$ cat src/hw/rab_defines.svh
// ####################################################################
// width and size macros shared by the rab_lite RTL and testbench
// RAB_CFG_ADDR_W must cover RAB_N_SLICES * 4 configuration words
// the address path assumes an 8 byte data bus
// ####################################################################

`ifndef RAB_DEFINES_SVH
`define RAB_DEFINES_SVH

`define RAB_N_SLICES       4    // translation slices
`define RAB_VADDR_W        32   // virtual (input) address
`define RAB_PADDR_W        40   // physical (output) address
`define RAB_CFG_W          64   // configuration word
`define RAB_CFG_ADDR_W     4    // slice * 4 + word

// log2 of the data bus width in bytes
`define RAB_BUS_BYTES_LOG2 3

`endif

$ cat src/hw/rab_pkg.sv
// ####################################################################
// address, burst and slice configuration types of rab_lite
// a slice covers the inclusive range start_addr .. end_addr
// ####################################################################

`include "rab_defines.svh"

package rab_pkg;

  typedef logic [`RAB_VADDR_W-1:0] vaddr_t;
  typedef logic [`RAB_PADDR_W-1:0] paddr_t;
  typedef logic [`RAB_CFG_W-1:0]   cfg_word_t;

  typedef logic [7:0] burst_len_t;   // beats minus one
  typedef logic [2:0] burst_size_t;  // log2 of bytes per beat

  // config word 3, bit 0 is enable
  typedef struct packed {
    logic coherent;  // bit 3
    logic wr_en;     // bit 2
    logic rd_en;     // bit 1
    logic en;        // bit 0
  } slice_flags_t;

  typedef struct packed {
    vaddr_t       start_addr;  // word 0
    vaddr_t       end_addr;    // word 1, inclusive
    paddr_t       offset;      // word 2, physical base of the slice
    slice_flags_t flags;       // word 3
  } slice_cfg_t;

  typedef slice_cfg_t [`RAB_N_SLICES-1:0] slice_cfg_arr_t;

endpackage

$ cat src/hw/rab_cfg_regs.sv
// ####################################################################
// slice configuration registers, written by a one cycle strobe
// word address = slice * 4 + word, no read back path
// upper bits of a word beyond its field are dropped
// all slices come out of reset disabled
// ####################################################################

`timescale 1ns/100ps
`include "rab_defines.svh"

module rab_cfg_regs
(
  input  logic                       Clk_CI,
  input  logic                       Rst_RBI,
  input  logic                       cfg_wen,
  input  logic [`RAB_CFG_ADDR_W-1:0] cfg_addr,
  input  rab_pkg::cfg_word_t         cfg_wdata,
  output rab_pkg::slice_cfg_arr_t    slice_cfg
);

  import rab_pkg::*;

  localparam int SLICE_IDX_W = `RAB_CFG_ADDR_W - 2;

  slice_cfg_arr_t           cfg_q;
  logic [SLICE_IDX_W-1:0]   slice_idx;
  logic [1:0]               word_idx;
  logic [`RAB_N_SLICES-1:0] slice_wen;  // one hot write select

  assign slice_idx = cfg_addr[`RAB_CFG_ADDR_W-1:2];
  assign word_idx  = cfg_addr[1:0];

  always_comb
  begin
    for (int s = 0; s < `RAB_N_SLICES; s++)
    begin
      slice_wen[s] = cfg_wen && (slice_idx == SLICE_IDX_W'(s));
    end
  end

  always_ff @(posedge Clk_CI or negedge Rst_RBI)
  begin
    if (!Rst_RBI)
    begin
      cfg_q <= '0;
    end
    else
    begin
      for (int s = 0; s < `RAB_N_SLICES; s++)
      begin
        if (slice_wen[s])
        begin
          // truncate the word into its field
          case (word_idx)
            2'd0:    cfg_q[s].start_addr <= cfg_wdata[`RAB_VADDR_W-1:0];
            2'd1:    cfg_q[s].end_addr   <= cfg_wdata[`RAB_VADDR_W-1:0];
            2'd2:    cfg_q[s].offset     <= cfg_wdata[`RAB_PADDR_W-1:0];
            default: cfg_q[s].flags      <= slice_flags_t'(cfg_wdata[3:0]);
          endcase
        end
      end
    end
  end

  // lookups see a write from the following cycle on
  assign slice_cfg = cfg_q;

endmodule

$ cat src/hw/rab_req_arb.sv
// ####################################################################
// request side: round robin between the two channels and the byte
// range of the selected burst
// requests are levels and must stay stable until accept or drop
// priority moves only on a served pulse, channel 1 first after reset
// address wrap past the top of the space is not handled
// ####################################################################

`timescale 1ns/100ps
`include "rab_defines.svh"

module rab_req_arb
(
  input  logic                 Clk_CI,
  input  logic                 Rst_RBI,
  input  rab_pkg::vaddr_t      c1_addr,
  input  rab_pkg::burst_len_t  c1_len,
  input  rab_pkg::burst_size_t c1_size,
  input  logic                 c1_type,
  input  logic                 c1_addr_valid,
  input  rab_pkg::vaddr_t      c2_addr,
  input  rab_pkg::burst_len_t  c2_len,
  input  rab_pkg::burst_size_t c2_size,
  input  logic                 c2_type,
  input  logic                 c2_addr_valid,
  input  logic                 served,
  input  logic                 served_c1,
  output logic                 req_valid,
  output logic                 sel_c1,
  output logic                 rw,
  output rab_pkg::vaddr_t      addr_min,
  output rab_pkg::vaddr_t      addr_max
);

  import rab_pkg::*;

  localparam int LSB_W = `RAB_BUS_BYTES_LOG2;

  logic             prio_c1;  // 1 favors channel 1
  vaddr_t           req_addr;
  burst_len_t       req_len;
  burst_size_t      req_size;
  logic [LSB_W-1:0] lsb_mask;
  vaddr_t           align_addr;
  vaddr_t           burst_bytes;

  always_ff @(posedge Clk_CI or negedge Rst_RBI)
  begin
    if (!Rst_RBI)
      prio_c1 <= 1'b1;
    else if (served)
      prio_c1 <= ~served_c1;  // hand over to the other channel
  end

  assign req_valid = c1_addr_valid | c2_addr_valid;
  assign sel_c1    = (prio_c1 & c1_addr_valid) | ~c2_addr_valid;

  assign req_addr = sel_c1 ? c1_addr : c2_addr;
  assign req_len  = sel_c1 ? c1_len  : c2_len;
  assign req_size = sel_c1 ? c1_size : c2_size;
  assign rw       = sel_c1 ? c1_type : c2_type;  // 1 = write

  // align the start to the beat size before computing the end
  always_comb
  begin
    if (req_size <= burst_size_t'(LSB_W))
      lsb_mask = {LSB_W{1'b1}} << req_size;
    else
      lsb_mask = '0;  // beats wider than the bus
  end

  assign align_addr  = {req_addr[`RAB_VADDR_W-1:LSB_W], req_addr[LSB_W-1:0] & lsb_mask};
  assign burst_bytes = (vaddr_t'(req_len) + vaddr_t'(1)) << req_size;

  assign addr_min = req_addr;
  assign addr_max = align_addr + burst_bytes - vaddr_t'(1);  // last byte of the burst

endmodule

$ cat src/hw/rab_slice_array.sv
// ####################################################################
// slice lookup, purely combinational from the configuration
// a slice hits only if the whole burst range lies inside it
// with several hits the lowest slice drives out_addr and coherent,
// the response side drops such requests anyway
// ####################################################################

`timescale 1ns/100ps
`include "rab_defines.svh"

module rab_slice_array
(
  input  rab_pkg::slice_cfg_arr_t slice_cfg,
  input  logic                    rw,
  input  rab_pkg::vaddr_t         addr_min,
  input  rab_pkg::vaddr_t         addr_max,
  output logic                    hit,
  output logic                    multi_hit,
  output logic                    prot,
  output logic                    coherent,
  output rab_pkg::paddr_t         out_addr
);

  import rab_pkg::*;

  logic   [`RAB_N_SLICES-1:0] slice_hit;
  logic   [`RAB_N_SLICES-1:0] slice_prot;
  vaddr_t [`RAB_N_SLICES-1:0] slice_dist;  // distance from slice start
  paddr_t [`RAB_N_SLICES-1:0] slice_addr;

  // per slice compare and translation
  always_comb
  begin
    for (int s = 0; s < `RAB_N_SLICES; s++)
    begin
      slice_hit[s] = slice_cfg[s].flags.en &&
                     (slice_cfg[s].start_addr <= addr_min) &&
                     (addr_max <= slice_cfg[s].end_addr);

      // direction not allowed in a hitting slice
      slice_prot[s] = slice_hit[s] &&
                      (rw ? !slice_cfg[s].flags.wr_en : !slice_cfg[s].flags.rd_en);

      slice_dist[s] = addr_min - slice_cfg[s].start_addr;
      slice_addr[s] = slice_cfg[s].offset + paddr_t'(slice_dist[s]);
    end
  end

  // pick the lowest hitting slice, flag any further hit
  always_comb
  begin
    hit       = 1'b0;
    multi_hit = 1'b0;
    coherent  = 1'b0;
    out_addr  = '0;
    for (int s = 0; s < `RAB_N_SLICES; s++)
    begin
      if (slice_hit[s])
      begin
        if (hit)
        begin
          multi_hit = 1'b1;
        end
        else
        begin
          out_addr = slice_addr[s];
          coherent = slice_cfg[s].flags.coherent;
        end
        hit = 1'b1;
      end
    end
  end

  assign prot = |slice_prot;

endmodule

$ cat src/hw/rab_resp_fsm.sv
// ####################################################################
// response FSM: accept, drop or miss per request, one pulse each
// a request seen in IDLE at edge k is answered from edge k to k+1
// after an accept nothing is evaluated until that channel's sent
// after a drop one HOLD cycle lets the requester take valid away
// out_addr and cache_coherent hold until the next accept
// ####################################################################

`timescale 1ns/100ps

module rab_resp_fsm
(
  input  logic            Clk_CI,
  input  logic            Rst_RBI,
  input  logic            req_valid,
  input  logic            sel_c1,
  input  logic            c1_sent,
  input  logic            c2_sent,
  input  logic            hit,
  input  logic            multi_hit,
  input  logic            prot,
  input  logic            coherent,
  input  rab_pkg::paddr_t lookup_addr,
  output logic            c1_accept,
  output logic            c1_drop,
  output logic            c1_miss,
  output logic            c2_accept,
  output logic            c2_drop,
  output logic            c2_miss,
  output logic            served,
  output logic            served_c1,
  output logic            cache_coherent,
  output logic            int_miss,
  output logic            int_prot,
  output logic            int_multi,
  output rab_pkg::paddr_t out_addr
);

  typedef enum logic [1:0] {IDLE, WAIT_SENT, HOLD} state_t;

  state_t state_q;
  logic   acc_c1_q;  // channel that got the last accept
  logic   drop_d;
  logic   miss_d;
  logic   prot_d;
  logic   multi_d;

  // decision in priority order
  always_comb
  begin
    drop_d  = 1'b1;
    miss_d  = 1'b0;
    prot_d  = 1'b0;
    multi_d = 1'b0;
    if (multi_hit)
      multi_d = 1'b1;
    else if (!hit)
      miss_d = 1'b1;
    else if (prot)
      prot_d = 1'b1;
    else
      drop_d = 1'b0;  // clean single hit
  end

  always_ff @(posedge Clk_CI or negedge Rst_RBI)
  begin
    if (!Rst_RBI)
    begin
      state_q        <= IDLE;
      acc_c1_q       <= 1'b1;
      c1_accept      <= 1'b0;
      c1_drop        <= 1'b0;
      c1_miss        <= 1'b0;
      c2_accept      <= 1'b0;
      c2_drop        <= 1'b0;
      c2_miss        <= 1'b0;
      int_miss       <= 1'b0;
      int_prot       <= 1'b0;
      int_multi      <= 1'b0;
      out_addr       <= '0;
      cache_coherent <= 1'b0;
    end
    else
    begin
      // pulses fall back after one cycle
      c1_accept <= 1'b0;
      c1_drop   <= 1'b0;
      c1_miss   <= 1'b0;
      c2_accept <= 1'b0;
      c2_drop   <= 1'b0;
      c2_miss   <= 1'b0;
      int_miss  <= 1'b0;
      int_prot  <= 1'b0;
      int_multi <= 1'b0;

      case (state_q)
        IDLE:
        begin
          if (req_valid)
          begin
            c1_accept <= sel_c1 & ~drop_d;
            c2_accept <= ~sel_c1 & ~drop_d;
            c1_drop   <= sel_c1 & drop_d;
            c2_drop   <= ~sel_c1 & drop_d;
            c1_miss   <= sel_c1 & miss_d;
            c2_miss   <= ~sel_c1 & miss_d;
            int_miss  <= miss_d;
            int_prot  <= prot_d;
            int_multi <= multi_d;
            if (drop_d)
            begin
              state_q <= HOLD;
            end
            else
            begin
              state_q        <= WAIT_SENT;
              acc_c1_q       <= sel_c1;
              out_addr       <= lookup_addr;
              cache_coherent <= coherent;
            end
          end
        end
        WAIT_SENT:
        begin
          if (acc_c1_q ? c1_sent : c2_sent)
            state_q <= IDLE;
        end
        default:
        begin
          state_q <= IDLE;  // HOLD, inputs ignored
        end
      endcase
    end
  end

  // moves the arbiter priority
  assign served    = c1_accept | c1_drop | c2_accept | c2_drop;
  assign served_c1 = c1_accept | c1_drop;

endmodule

$ cat src/hw/rab_lite_top.sv
// ####################################################################
// rab_lite: one remapping port with two request channels, four
// slices and a strobe written configuration
// channel signals are levels plus accept/drop/miss/sent strobes
// ####################################################################

`timescale 1ns/100ps
`include "rab_defines.svh"

module rab_lite_top
(
  input  logic                       Clk_CI,
  input  logic                       Rst_RBI,
  input  logic                       cfg_wen,
  input  logic [`RAB_CFG_ADDR_W-1:0] cfg_addr,
  input  rab_pkg::cfg_word_t         cfg_wdata,
  input  rab_pkg::vaddr_t            c1_addr,
  input  rab_pkg::burst_len_t        c1_len,
  input  rab_pkg::burst_size_t       c1_size,
  input  logic                       c1_type,
  input  logic                       c1_addr_valid,
  input  logic                       c1_sent,
  output logic                       c1_accept,
  output logic                       c1_drop,
  output logic                       c1_miss,
  input  rab_pkg::vaddr_t            c2_addr,
  input  rab_pkg::burst_len_t        c2_len,
  input  rab_pkg::burst_size_t       c2_size,
  input  logic                       c2_type,
  input  logic                       c2_addr_valid,
  input  logic                       c2_sent,
  output logic                       c2_accept,
  output logic                       c2_drop,
  output logic                       c2_miss,
  output rab_pkg::paddr_t            out_addr,
  output logic                       cache_coherent,
  output logic                       int_miss,
  output logic                       int_prot,
  output logic                       int_multi
);

  import rab_pkg::*;

  slice_cfg_arr_t slice_cfg;
  logic           req_valid;
  logic           sel_c1;
  logic           rw;
  vaddr_t         addr_min;
  vaddr_t         addr_max;
  logic           hit;
  logic           multi_hit;
  logic           prot;
  logic           coherent;
  paddr_t         lookup_addr;  // combinational translation
  logic           served;
  logic           served_c1;

  rab_cfg_regs u_cfg_regs
  (
    .Clk_CI    ( Clk_CI    ),
    .Rst_RBI   ( Rst_RBI   ),
    .cfg_wen   ( cfg_wen   ),
    .cfg_addr  ( cfg_addr  ),
    .cfg_wdata ( cfg_wdata ),
    .slice_cfg ( slice_cfg )
  );

  rab_req_arb u_req_arb
  (
    .Clk_CI        ( Clk_CI        ),
    .Rst_RBI       ( Rst_RBI       ),
    .c1_addr       ( c1_addr       ),
    .c1_len        ( c1_len        ),
    .c1_size       ( c1_size       ),
    .c1_type       ( c1_type       ),
    .c1_addr_valid ( c1_addr_valid ),
    .c2_addr       ( c2_addr       ),
    .c2_len        ( c2_len        ),
    .c2_size       ( c2_size       ),
    .c2_type       ( c2_type       ),
    .c2_addr_valid ( c2_addr_valid ),
    .served        ( served        ),
    .served_c1     ( served_c1     ),
    .req_valid     ( req_valid     ),
    .sel_c1        ( sel_c1        ),
    .rw            ( rw            ),
    .addr_min      ( addr_min      ),
    .addr_max      ( addr_max      )
  );

  rab_slice_array u_slice_array
  (
    .slice_cfg ( slice_cfg   ),
    .rw        ( rw          ),
    .addr_min  ( addr_min    ),
    .addr_max  ( addr_max    ),
    .hit       ( hit         ),
    .multi_hit ( multi_hit   ),
    .prot      ( prot        ),
    .coherent  ( coherent    ),
    .out_addr  ( lookup_addr )
  );

  rab_resp_fsm u_resp_fsm
  (
    .Clk_CI         ( Clk_CI         ),
    .Rst_RBI        ( Rst_RBI        ),
    .req_valid      ( req_valid      ),
    .sel_c1         ( sel_c1         ),
    .c1_sent        ( c1_sent        ),
    .c2_sent        ( c2_sent        ),
    .hit            ( hit            ),
    .multi_hit      ( multi_hit      ),
    .prot           ( prot           ),
    .coherent       ( coherent       ),
    .lookup_addr    ( lookup_addr    ),
    .c1_accept      ( c1_accept      ),
    .c1_drop        ( c1_drop        ),
    .c1_miss        ( c1_miss        ),
    .c2_accept      ( c2_accept      ),
    .c2_drop        ( c2_drop        ),
    .c2_miss        ( c2_miss        ),
    .served         ( served         ),
    .served_c1      ( served_c1      ),
    .cache_coherent ( cache_coherent ),
    .int_miss       ( int_miss       ),
    .int_prot       ( int_prot       ),
    .int_multi      ( int_multi      ),
    .out_addr       ( out_addr       )
  );

endmodule

$ cat config.mk
export PLATFORM = sky130hd
export DESIGN_NAME = rab_lite_top
export DESIGN_NICKNAME = d
export VERILOG_FILES = /design/src/hw/rab_pkg.sv /design/src/hw/rab_cfg_regs.sv /design/src/hw/rab_req_arb.sv /design/src/hw/rab_slice_array.sv /design/src/hw/rab_resp_fsm.sv /design/src/hw/rab_lite_top.sv
export VERILOG_INCLUDE_DIRS = /design/src /design/src/hw
export SDC_FILE = /design/constraint.sdc
export NUM_CORES = 1
export LEC_CHECK = 0
export BUFFER_PORTS_ARGS = -buffer_cell sky130_fd_sc_hd__buf_2
export CAP_MARGIN = 25
export CORE_AREA = 2 2 368 370
export CTS_BUF_LIST = sky130_fd_sc_hd__clkbuf_16
export DETAILED_ROUTE_END_ITERATION = 10
export DIE_AREA = 0 0 370 372
export MAX_ROUTING_LAYER = met4
export PLACE_DENSITY_LB_ADDON = 0.08
export SYNTH_ARGS = -nofsm -noshare
export SYNTH_HDL_FRONTEND = slang
export SYNTH_HIERARCHICAL = 1
export SYNTH_SLANG_ARGS = --single-unit
$ cat constraint.sdc
create_clock -name Clk_CI -period 14.1 [get_ports Clk_CI]
set_input_delay 1.41 -clock Clk_CI [delete_from_list [all_inputs] [get_ports Clk_CI]]
set_output_delay 1.41 -clock Clk_CI [all_outputs]
set_load 0.05 [all_outputs]
==> out/metrics.csv, run 1 <==
metric;value;unit
areaGrowthSynthToFinish;12.5;%
antenna_found_initial;8;
finClkSkew;0.0188;ns
path_common_cell;ha_1;
crit_path_end_kind;register;
p_sw_share;48.7;%
dpl.hpwl;114000;µm
grtUsageMet1;29.1;%
p_int;5.28;mW
yosys_warnings;6;
synth_top_area_share;30.3;%
critPathRequiredTime;14.63;ns
row_count;135;
root_buffer;clkbuf_16;
syn_inst;4249;
synth_seq_area_share;30.4;%
crit_path_top_delay_cell;buf_4;
htreeDepth;3;
fill_cells;14100;
initial_core_util;29.8;%
relSlewSlack;27.1;%
synth.largest_area_cell;dfrtp_1;
clk_latency;0.66;ns
core;0.134;mm²
die_area;0.138;mm²
ant_nets;0;
worstHoldPathType;reg -> reg;
outcome;finished clean;
drive_above_1_share;19.1;%
pre_cts_slack;2.99;ns
rsz0062_at_grt;no;
first_global_vias;32300;
gp_congestion;0.911;
ys_top_cells_by_area;dfrtp_1 30%, ha_1 14%, mux2_2 12%;
post_cts_resized;0;
drt_iter0_markers;1832;
synth_edf_count;0;
clock_path_buffers;3;
ir_drop;109;µV
criticalPathCategory;in -> reg;
period_needed;10.50;ns
firstDrtPassIters;6;
tightest_slew;1.09;ns
path_clk_slew;0.05;ns
worst_ep_arrival_time;11.02;ns
cts_tree;done;
drc;0;
pin_count;213;
dp.cells;6110;
p_switching;5.02;mW
seq_power_share;19.0;%
numCtsBuffers;70;
overflow;0;
synth-seq-cells;486;
hold_viol_final;0;
syn_avg_cell_area;9.40;µm²
gr-usage-met2;33.6;%
post-cts-setup-buffers;0;
fp.dieW;370;µm
gr-max-usage-layer;met2;
synth_ff_type;dfrtp_1;
die_h;372;µm
power_frac_clock;16.8;%
hold_ws;0.482;ns
grt_usage;21.4;%
critPathMaxStageDelay;0.61;ns
synth_area;0.0400;mm²
postCtsHoldBufs;0;
cp_max_fo;37;
gr-usage-met3;2.19;%
vias_per_cell;5.13;
p_per_area;229;mW/mm²
wl_per_cell;23.0;µm
drv_cap;0;
tns;0;ns
async_flop_share;100;%
layout.cells.non_filler;6234;
fmax;95.3;MHz
worst_slack;3.60;ns
period_share;74.5;%
grt_max_degree;136;
maxSlewViolCount;0;
grt_pass1_wl;212000;µm
num_vias;32000;
wl;144000;µm
cts_sinks;486;
synth.distinct_cells;106;
portBuffers;188;
fin_nets;5011;
p_leak;21.0;nW
p_comb_share;64.2;%
setup_viol;0;
setup.worst_path.start_class;primary input;
syn-num-nets;4859;
-- cell usage after synthesis, types with 31 or more instances --
cell type and count:
dfrtp_1 484, ha_1 438, mux2_2 414, inv_1 389, a21oi_1 304, nand2_1 278
nor2_1 210, o21ai_0 189, xnor2_1 177, a21o_1 125, xor2_1 104, nand3_1 91
nand4_1 68, buf_2 63, clkbuf_1 59, nor3_1 57, a211oi_1 49, mux2i_1 48
mux2_4 47, nor2b_1 45, and3_1 37, o21a_1 37, o211ai_1 36, o21bai_1 33
a31oi_1 32, nand2b_1 31
-- placed cells by master, fill, tap and decap left out, drive strengths merged, types with 12 or more instances in the layout --
cell     instances
or3             19
nor3b           12
mux2i           49
a211o           13
or2             14
inv            402
nand2b          31
and3            39
nand3b          14
a2111oi         14
nand4           68
ha             438
a21oi          308
a21o           125
o211ai          38
and2            19
mux2           475
nor4            19
o21bai          33
nor2           210
nor2b           45
a22oi           29
clkbuf          73
a221oi          22
nor3            58
xor2           104
o31ai           18
and4            12
a211oi          50
nand3           91
dfrtp          484
o21ai          201
clkinv          32
xnor2          177
nand2          281
a21boi          16
o21a            38
a31oi           34
buf            223
-- critical path, delay by kind of cell --
family | cells | cell delay, ns
multiplexers | 3 | 1.02
buffers and inverters | 4 | 1.03
adder cells (fa/ha/maj) | 4 | 1.21
AO/OA/AOI/OAI | 10 | 2.96
AND/OR/NAND/NOR | 12 | 2.68
XOR/XNOR | 2 | 0.55
-- state kept, by name, summed over array words and instances (netlist names) --
register	cells
u_cfg_regs/slice_cfg	432
u_resp_fsm/c2_drop	1
u_resp_fsm/int_miss	1
u_resp_fsm/c2_accept	1
u_resp_fsm/int_prot	1
u_resp_fsm/int_multi	1
u_resp_fsm/c1_drop	1
u_resp_fsm/cache_coherent	1
u_req_arb/prio_c1	1
u_resp_fsm/c1_miss	1
u_resp_fsm/c2_miss	1
u_resp_fsm/state_q	2
u_resp_fsm/out_addr	40
u_resp_fsm/acc_c1_q	1
u_resp_fsm/c1_accept	1
-- power groups by stage --
stage	sequential, mW	clock, mW	combinational, mW
final	1.96	1.73	6.61
after global routing	2.01	1.85	7.30
after CTS	1.96	1.80	6.60
after detailed placement	1.98	0	6.56
after global placement	1.98	0	6.57
after floorplan	2.11	0	4.46
-- through the flow --
stage / utilization [%] / instance area [µm²] / power (mW)
global route: 33.5 / 45000 / 11.2
global placement: 31.8 / 42700 / 8.55
finish: 33.5 / 45000 / 10.3
floorplan: - / 40000 / 6.58
detailed placement: 31.9 / 42800 / 8.55
CTS: 33.5 / 45000 / 10.4
-- cells by family (layout without fill, tap and decap cells) --
logic type,after synthesis,after routing,synth area share [%]
simple gates,940,940,11.6
other cells,0,1,0
compound gates,1036,1036,17.0
fa+ha+maj,448,448,14.2
mux,525,525,15.1
buf+inv,533,736,5.47
flops,486,486,30.4
xor+xnor,281,281,6.16
-- worst paths after layout --
| check | startpoint | endpoint | slack [ns] | cells after the start |
|---|---|---|---|---|
| setup reg to reg | u_req_arb/prio_c1 | u_resp_fsm/out_addr[28] | 4.10 | 34 |
| max in group asynchronous | Rst_RBI | u_cfg_regs/slice_cfg[175] | 11.25 | 3 |
| hold / removal | u_cfg_regs/slice_cfg[403] | u_cfg_regs/slice_cfg[403] | 0.48 | 1 |
| min in group asynchronous | Rst_RBI | u_resp_fsm/c1_miss | 0.71 | 1 |
| hold reg to reg | u_cfg_regs/slice_cfg[403] | u_cfg_regs/slice_cfg[403] | 0.48 | 1 |
| setup / recovery | c1_addr_valid | u_resp_fsm/out_addr[28] | 3.60 | 35 |
-- layer usage --
metal / share of wire, % / up-vias / wire length (µm)
met2: 45 / 618 / 64500
met5: 0 / - / 0
met4: 2.9 / 0 / 4230
met1: 49 / 15500 / 70300
met3: 3.2 / 171 / 4550
li1: - / 15700 / -
-- area by class of cell --
type | count | area [µm²] | share of cell area (%)
diodes | 1 | 2.50 | 0.00557
clock buffers | 73 | 1830 | 4.06
clock inverters | 50 | 352 | 0.782
inverters | 390 | 1460 | 3.26
multi-input cells | 3230 | 25700 | 57.1
flip-flops and latches | 486 | 12200 | 27.1
well taps | 1781 | 2230 | 4.96
repair buffers | 223 | 1260 | 2.80
Power figures use the tool's default switching activity.
==> run 2, diff against run 1 <==
clock period = 10.15 ns   (was 14.1 ns; I/O delays follow)
==> run 2 against run 1 <==
  * Worst setup slack lost 2.5 ns
  * Die area is the same
  * Flip-flop and latch count is the same
  * Non-clock buffer count grew 46
  * Combinational power grew 41%
  * Register-to-register slack lost 2.8 ns
  * Via count grew 1.7%
  * Worst hold slack lost 0.14 ns
  * Sequential power grew 39%
  * Largest power group unchanged
==> out/metrics.csv, run 2 (synthesis gave the netlist of run 1 again) <==
metric;value;unit;change
outcome;finished clean;;unchanged
cts_sinks;486;;unchanged
ant_nets;0;;unchanged
p_leak;21.2;nW;was 21.0 nW
wl;145000;µm;was 144,000 µm
fmax;111;MHz;
post-cts-setup-buffers;0;;unchanged
setup.worst_path.start_class;primary input;;unchanged
largest_reg_flops;432;;unchanged
die_area;0.138;mm²;unchanged
postCtsHoldBufs;0;;unchanged
cts_tree;done;;unchanged
criticalPathCategory;in -> reg;;unchanged
setup_viol;0;;unchanged
grt_max_degree;121;;was 136
maxSlewViolCount;0;;unchanged
path_common_cell;ha_1;;unchanged
placed_area;0.0432;mm²;was 0.0428 mm²
rr_startpoint;u_req_arb/prio_c1;;unchanged
r2r_setup_slack;1.27;ns;was 4.10 ns
rsz0062_at_grt;no;;unchanged
drive_above_1_share;19.9;%;was 19.1%
areaGrowthSynthToFinish;13.7;%;was 12.5%
final_area;0.0454;mm²;was 0.0450 mm²
tns;0;ns;unchanged
top_register;u_cfg_regs/slice_cfg;;unchanged
drc;0;;unchanged
register_area;0.0122;mm²;unchanged
worst_ep_arrival_time;9.54;ns;was 11.02 ns
r2r-end;u_resp_fsm/out_addr[0];;was u_resp_fsm/out_addr[28]
grt_usage;21.4;%;about the same
worst_slack;1.15;ns;was 3.60 ns
row_count;135;;unchanged
firstDrtPassIters;5;;was 6
hold_ws;0.346;ns;was 0.482 ns
period_needed;9.00;ns;
root_buffer;clkbuf_16;;unchanged
clock_path_buffers;3;;unchanged
final_cell_mix;484 x dfrtp_1, 438 x ha_1, 414 x mux2_2;;unchanged
cp_max_fo;12;;was 37
relSlewSlack;36.2;%;was 27.1%
num_vias;32500;;was 32,000
numCtsBuffers;70;;unchanged
vias_per_cell;5.18;;was 5.13
gp_congestion;0.891;;was 0.911
period_share;88.7;%;
initial_core_util;29.8;%;unchanged
tightest_slew;0.955;ns;was 1.09 ns
portBuffers;188;;unchanged
core;0.134;mm²;unchanged
grt_pass1_wl;212000;µm;about the same
finClkSkew;0.0305;ns;was 0.0188 ns
fin_nets;5057;;was 5,011
reg2reg_depth;35;;was 34
pre_cts_slack;0.358;ns;was 2.99 ns
worstHoldPathType;in -> async;;was reg -> reg
wl_per_cell;23.1;µm;was 23.0 µm
crit_path_end_kind;register;;unchanged
multi_input_area;0.0257;mm²;about the same
mostFrequentLayoutCell;dfrtp_1;;unchanged
antenna_found_initial;13;;was 8
p_per_area;319;mW/mm²;was 229 mW/mm²
clk_latency;0.68;ns;was 0.66 ns
dpl.hpwl;115000;µm;was 114,000 µm
ir_drop;130;µV;was 109 µV
post_cts_resized;0;;unchanged
drt_iter0_markers;1763;;was 1,832
htreeDepth;3;;unchanged
critPathRequiredTime;10.68;ns;was 14.63 ns
fill_cells;14100;;about the same
overflow;0;;unchanged
crit_path_start;c1_addr_valid;;unchanged
fp.dieW;370;µm;unchanged
first_global_vias;32300;;about the same
critPathMaxStageDelay;0.51;ns;was 0.61 ns
hold_viol_final;0;;unchanged
die_h;372;µm;unchanged
reg_top3;u_cfg_regs/slice_cfg x432, u_resp_fsm/out_addr x40, u_resp_fsm/state_q x2;;unchanged
pin_count;213;;unchanged
crit_path_end;u_resp_fsm/out_addr[0];;was u_resp_fsm/out_addr[28]
crit_path_top_delay_cell;mux4_2;;was buf_4
path_clk_slew;0.05;ns;about the same
drv_cap;0;;unchanged
run 2: cell count changes in the layout (fill, tap and decap cells not counted), moves of 3 or more:
cell        before  now
buf_4           32   71
clkinv_2        19   16
clkinvlp_4       1    4
inv_1          401  395
inv_6            0    4
buf_12           2    9
clkinv_1        12   19
run 2: per-layer routing:
layer  global-route usage [%]  wire length (µm)  vias to the layer above
met3                     2.11              3880                      174
met2                     33.7             65800                      593
li1                         -                 -                    15700
met5                        -                 0                        -
met4                     5.82              3960                        0
met1                     29.3             71600                    16000
run 2: how the worst min path moves through the flow:
stage / start / cells after the start / slack (ns) / endpoint
2_1_floorplan: u_cfg_regs/slice_cfg[401] / 1 / 0.46 / u_cfg_regs/slice_cfg[401]
3_3_place_gp: u_cfg_regs/slice_cfg[403] / 1 / 0.47 / u_cfg_regs/slice_cfg[403]
3_5_place_dp: u_cfg_regs/slice_cfg[402] / 1 / 0.48 / u_cfg_regs/slice_cfg[402]
4_1_cts: Rst_RBI / 1 / 0.34 / u_resp_fsm/int_miss
5_1_grt: Rst_RBI / 1 / 0.37 / u_resp_fsm/int_multi
6_report: Rst_RBI / 1 / 0.35 / u_resp_fsm/int_multi
run 2: critical path: cells and delay by family:
family | cells | cell delay (ns)
fa+ha+maj | 4 | 1.17
buf+inv | 5 | 0.67
compound gates | 12 | 3.11
mux | 3 | 0.90
xor+xnor | 2 | 0.51
simple gates | 10 | 2.09
run 2: metrics by stage:
stage	instances	utilization (%)	power (mW)
6_report	6284	33.8	14.5
5_1_grt	6283	33.8	15.7
4_1_cts	6282	33.8	14.6
3_5_place_dp	6155	32.2	12.0
3_3_place_gp	6155	32.2	12.0
2_1_floorplan	4249	-	9.14
run 2: where the power goes:
part           switching, mW  total, mW  internal (mW)
logic                   5.74       9.35           3.62
clock network           1.02       2.44           1.43
registers              0.287       2.72           2.43
run 2: layout make-up:
type,instances,area share (%)
antenna,1,0.00551
multi-input combinational,3230,56.5
clock inverter,54,0.857
clock buffer,73,4.02
inverter,390,3.22
tap,1781,4.91
sequential,486,26.8
timing repair buffer,269,3.72
==> run 3, diff against run 2 <==
CTS_CLUSTER_DIAMETER = 150   (was default)
RECOVER_POWER = 100   (was default)
==> run 3 against run 2 <==
  * The run now ends with capacitance limit, slew limit left
  * Via count about the same
  * Global-route usage unchanged
  * Worst setup slack lost 0.32 ns
  * Clock skew shrank 0.0025 ns
  * Total power shrank 0.85%
  * Critical endpoint is now u_resp_fsm/out_addr[7]
  * Largest cell class unchanged
==> out/metrics.csv, run 3 (synthesis gave the netlist of run 1 again) <==
metric;value;unit;change
die_h;372;µm;unchanged
crit_family;compound AO/OA/AOI/OAI gates;;unchanged
tns;0;ns;unchanged
postCtsHoldBufs;0;;unchanged
first_global_vias;32300;;unchanged
dpl.hpwl;115000;µm;unchanged
relSlewSlack;-213;%;was 36.2%
top_register;u_cfg_regs/slice_cfg;;unchanged
cp_max_fo;12;;unchanged
critPathRequiredTime;10.68;ns;about the same
worstHoldPathType;reg -> reg;;was in -> async
numCtsBuffers;70;;unchanged
post_cts_resized;0;;unchanged
path_clk_slew;0.05;ns;about the same
clk_latency;0.67;ns;was 0.68 ns
crit_path_end_kind;register;;unchanged
drive_above_1_share;17.4;%;was 19.9%
period_needed;9.33;ns;was 9.00 ns
ant_nets;0;;unchanged
antenna_found_initial;14;;was 13
criticalPathCategory;in -> reg;;unchanged
critPathMaxStageDelay;0.66;ns;was 0.51 ns
path_common_cell;ha_1;;unchanged
cts_tree;done;;unchanged
gp_congestion;0.891;;unchanged
critPathBufInv;5;;unchanged
rr_startpoint;u_req_arb/prio_c1;;unchanged
num_vias;32500;;about the same
drc;0;;unchanged
overflow;0;;unchanged
mostFrequentLayoutCell;dfrtp_1;;unchanged
clock_path_buffers;3;;unchanged
p_switching;7.02;mW;was 7.04 mW
wl;146000;µm;was 145,000 µm
root_buffer;clkbuf_16;;unchanged
p_comb_share;64.1;%;was 64.4%
violations;capacitance limit, slew limit;;
holdCritStartpoint;u_cfg_regs/slice_cfg[60];;
p_per_area;319;mW/mm²;about the same
grt_pass1_wl;212000;µm;unchanged
initial_core_util;29.8;%;unchanged
crit_path_start;c1_addr_valid;;unchanged
htreeDepth;3;;unchanged
row_count;135;;unchanged
power;14.4;mW;was 14.5 mW
p_int;7.37;mW;was 7.47 mW
setup.worst_path.start_class;primary input;;unchanged
reg2reg_depth;35;;unchanged
pin_count;213;;unchanged
worst-path-stages;36;;unchanged
fin_nets;5057;;unchanged
core;0.134;mm²;unchanged
crit_path_top_delay_cell;a31oi_1;;was mux4_2
period_share;91.9;%;was 88.7%
drv_cap;16;;was 0
vias_per_cell;5.17;;was 5.18
firstDrtPassIters;6;;was 5
largest_reg_flops;432;;unchanged
worst_ep_arrival_time;9.85;ns;was 9.54 ns
p_sw_share;48.8;%;was 48.5%
portBuffers;188;;unchanged
ir_drop;129;µV;was 130 µV
final_cell_mix;484 x dfrtp_1, 438 x ha_1, 414 x mux2_2;;unchanged
rsz0062_at_grt;no;;unchanged
layout.cells.non_filler;6285;;was 6,284
seq_power_share;18.9;%;was 18.7%
setup_viol;0;;unchanged
outcome;finished with violations;;was finished clean
min_delay_path_depth;1;;
reg_top3;u_cfg_regs/slice_cfg x432, u_resp_fsm/out_addr x40, u_resp_fsm/state_q x2;;unchanged
grt_max_degree;121;;unchanged
p_leak;20.7;nW;was 21.2 nW
fp.dieW;370;µm;unchanged
cts_sinks;486;;unchanged
power_frac_clock;17.0;%;was 16.8%
wl_per_cell;23.2;µm;was 23.1 µm
maxSlewViolCount;747;;was 0
hold_viol_final;0;;unchanged
fmax;107;MHz;was 111 MHz
drt_iter0_markers;1793;;was 1,763
tightest_slew;4.69;ns;was 0.955 ns
dp.cells;6155;;unchanged
areaGrowthSynthToFinish;12.8;%;was 13.7%
finClkSkew;0.0280;ns;was 0.0305 ns
die_area;0.138;mm²;unchanged
post-cts-setup-buffers;0;;unchanged
fill_cells;14200;;was 14,100
grt_usage;21.4;%;unchanged
## run 3: metrics by stage
stage	utilization (%)	cell area, µm²	hold WS [ns]	setup slack, ns
2_1_floorplan	-	40000	0.458	1.72
3_3_place_gp	32.2	43200	0.472	0.476
3_5_place_dp	32.2	43200	0.477	0.358
4_1_cts	33.8	45400	0.341	1.05
5_1_grt	33.6	45100	0.498	0.303
6_report	33.6	45100	0.487	0.825
## run 3: final cells by class
type	count	area (µm²)	area share, %
clock inverters	54	389	0.863
clock buffers	73	1830	4.05
flip-flops and latches	486	12200	27.0
multi-input cells	3230	25500	56.5
well taps	1781	2230	4.94
diodes	2	5.00	0.0111
inverters	390	1460	3.25
repair buffers	269	1520	3.38
## run 3: worst paths after layout
kind / endpoint / slack [ns]
max in group asynchronous: u_resp_fsm/out_addr[16] / 2.35
min in group asynchronous: u_resp_fsm/int_multi / 2.04
worst min register to register: u_cfg_regs/slice_cfg[60] / 0.49
worst max-delay path: u_resp_fsm/out_addr[7] / 0.82
worst max register to register: u_resp_fsm/out_addr[7] / 0.95
worst min-delay path: u_cfg_regs/slice_cfg[60] / 0.49
## run 3: per-layer routing
metal	part of all wire (%)	wire length, µm	vias to the layer above	global-route usage [%]
met2	45	65900	634	33.7
met5	0	0	-	-
met1	49	71400	16000	29.3
li1	-	-	15700	-
met3	2.9	4270	173	2.11
met4	2.7	3940	0	5.82
## run 3: power by group through the flow
stage                     Clock (mW)  Sequential, mW  Combinational [mW]
final                           2.44            2.72                9.23
after global routing            2.61            2.79                10.2
after CTS                       2.54            2.72                9.34
after detailed placement           0            2.75                9.28
after global placement             0            2.75                9.30
after floorplan                    0            2.94                6.20
## run 3: worst register-to-register path, delay by kind of cell (launching register included)
kind	cells	cell delay, ns
compound gates	13	3.62
xor+xnor	2	0.57
fa+ha+maj	4	1.03
buf+inv	4	0.54
flops	1	0.38
mux	1	0.34
simple gates	11	2.61
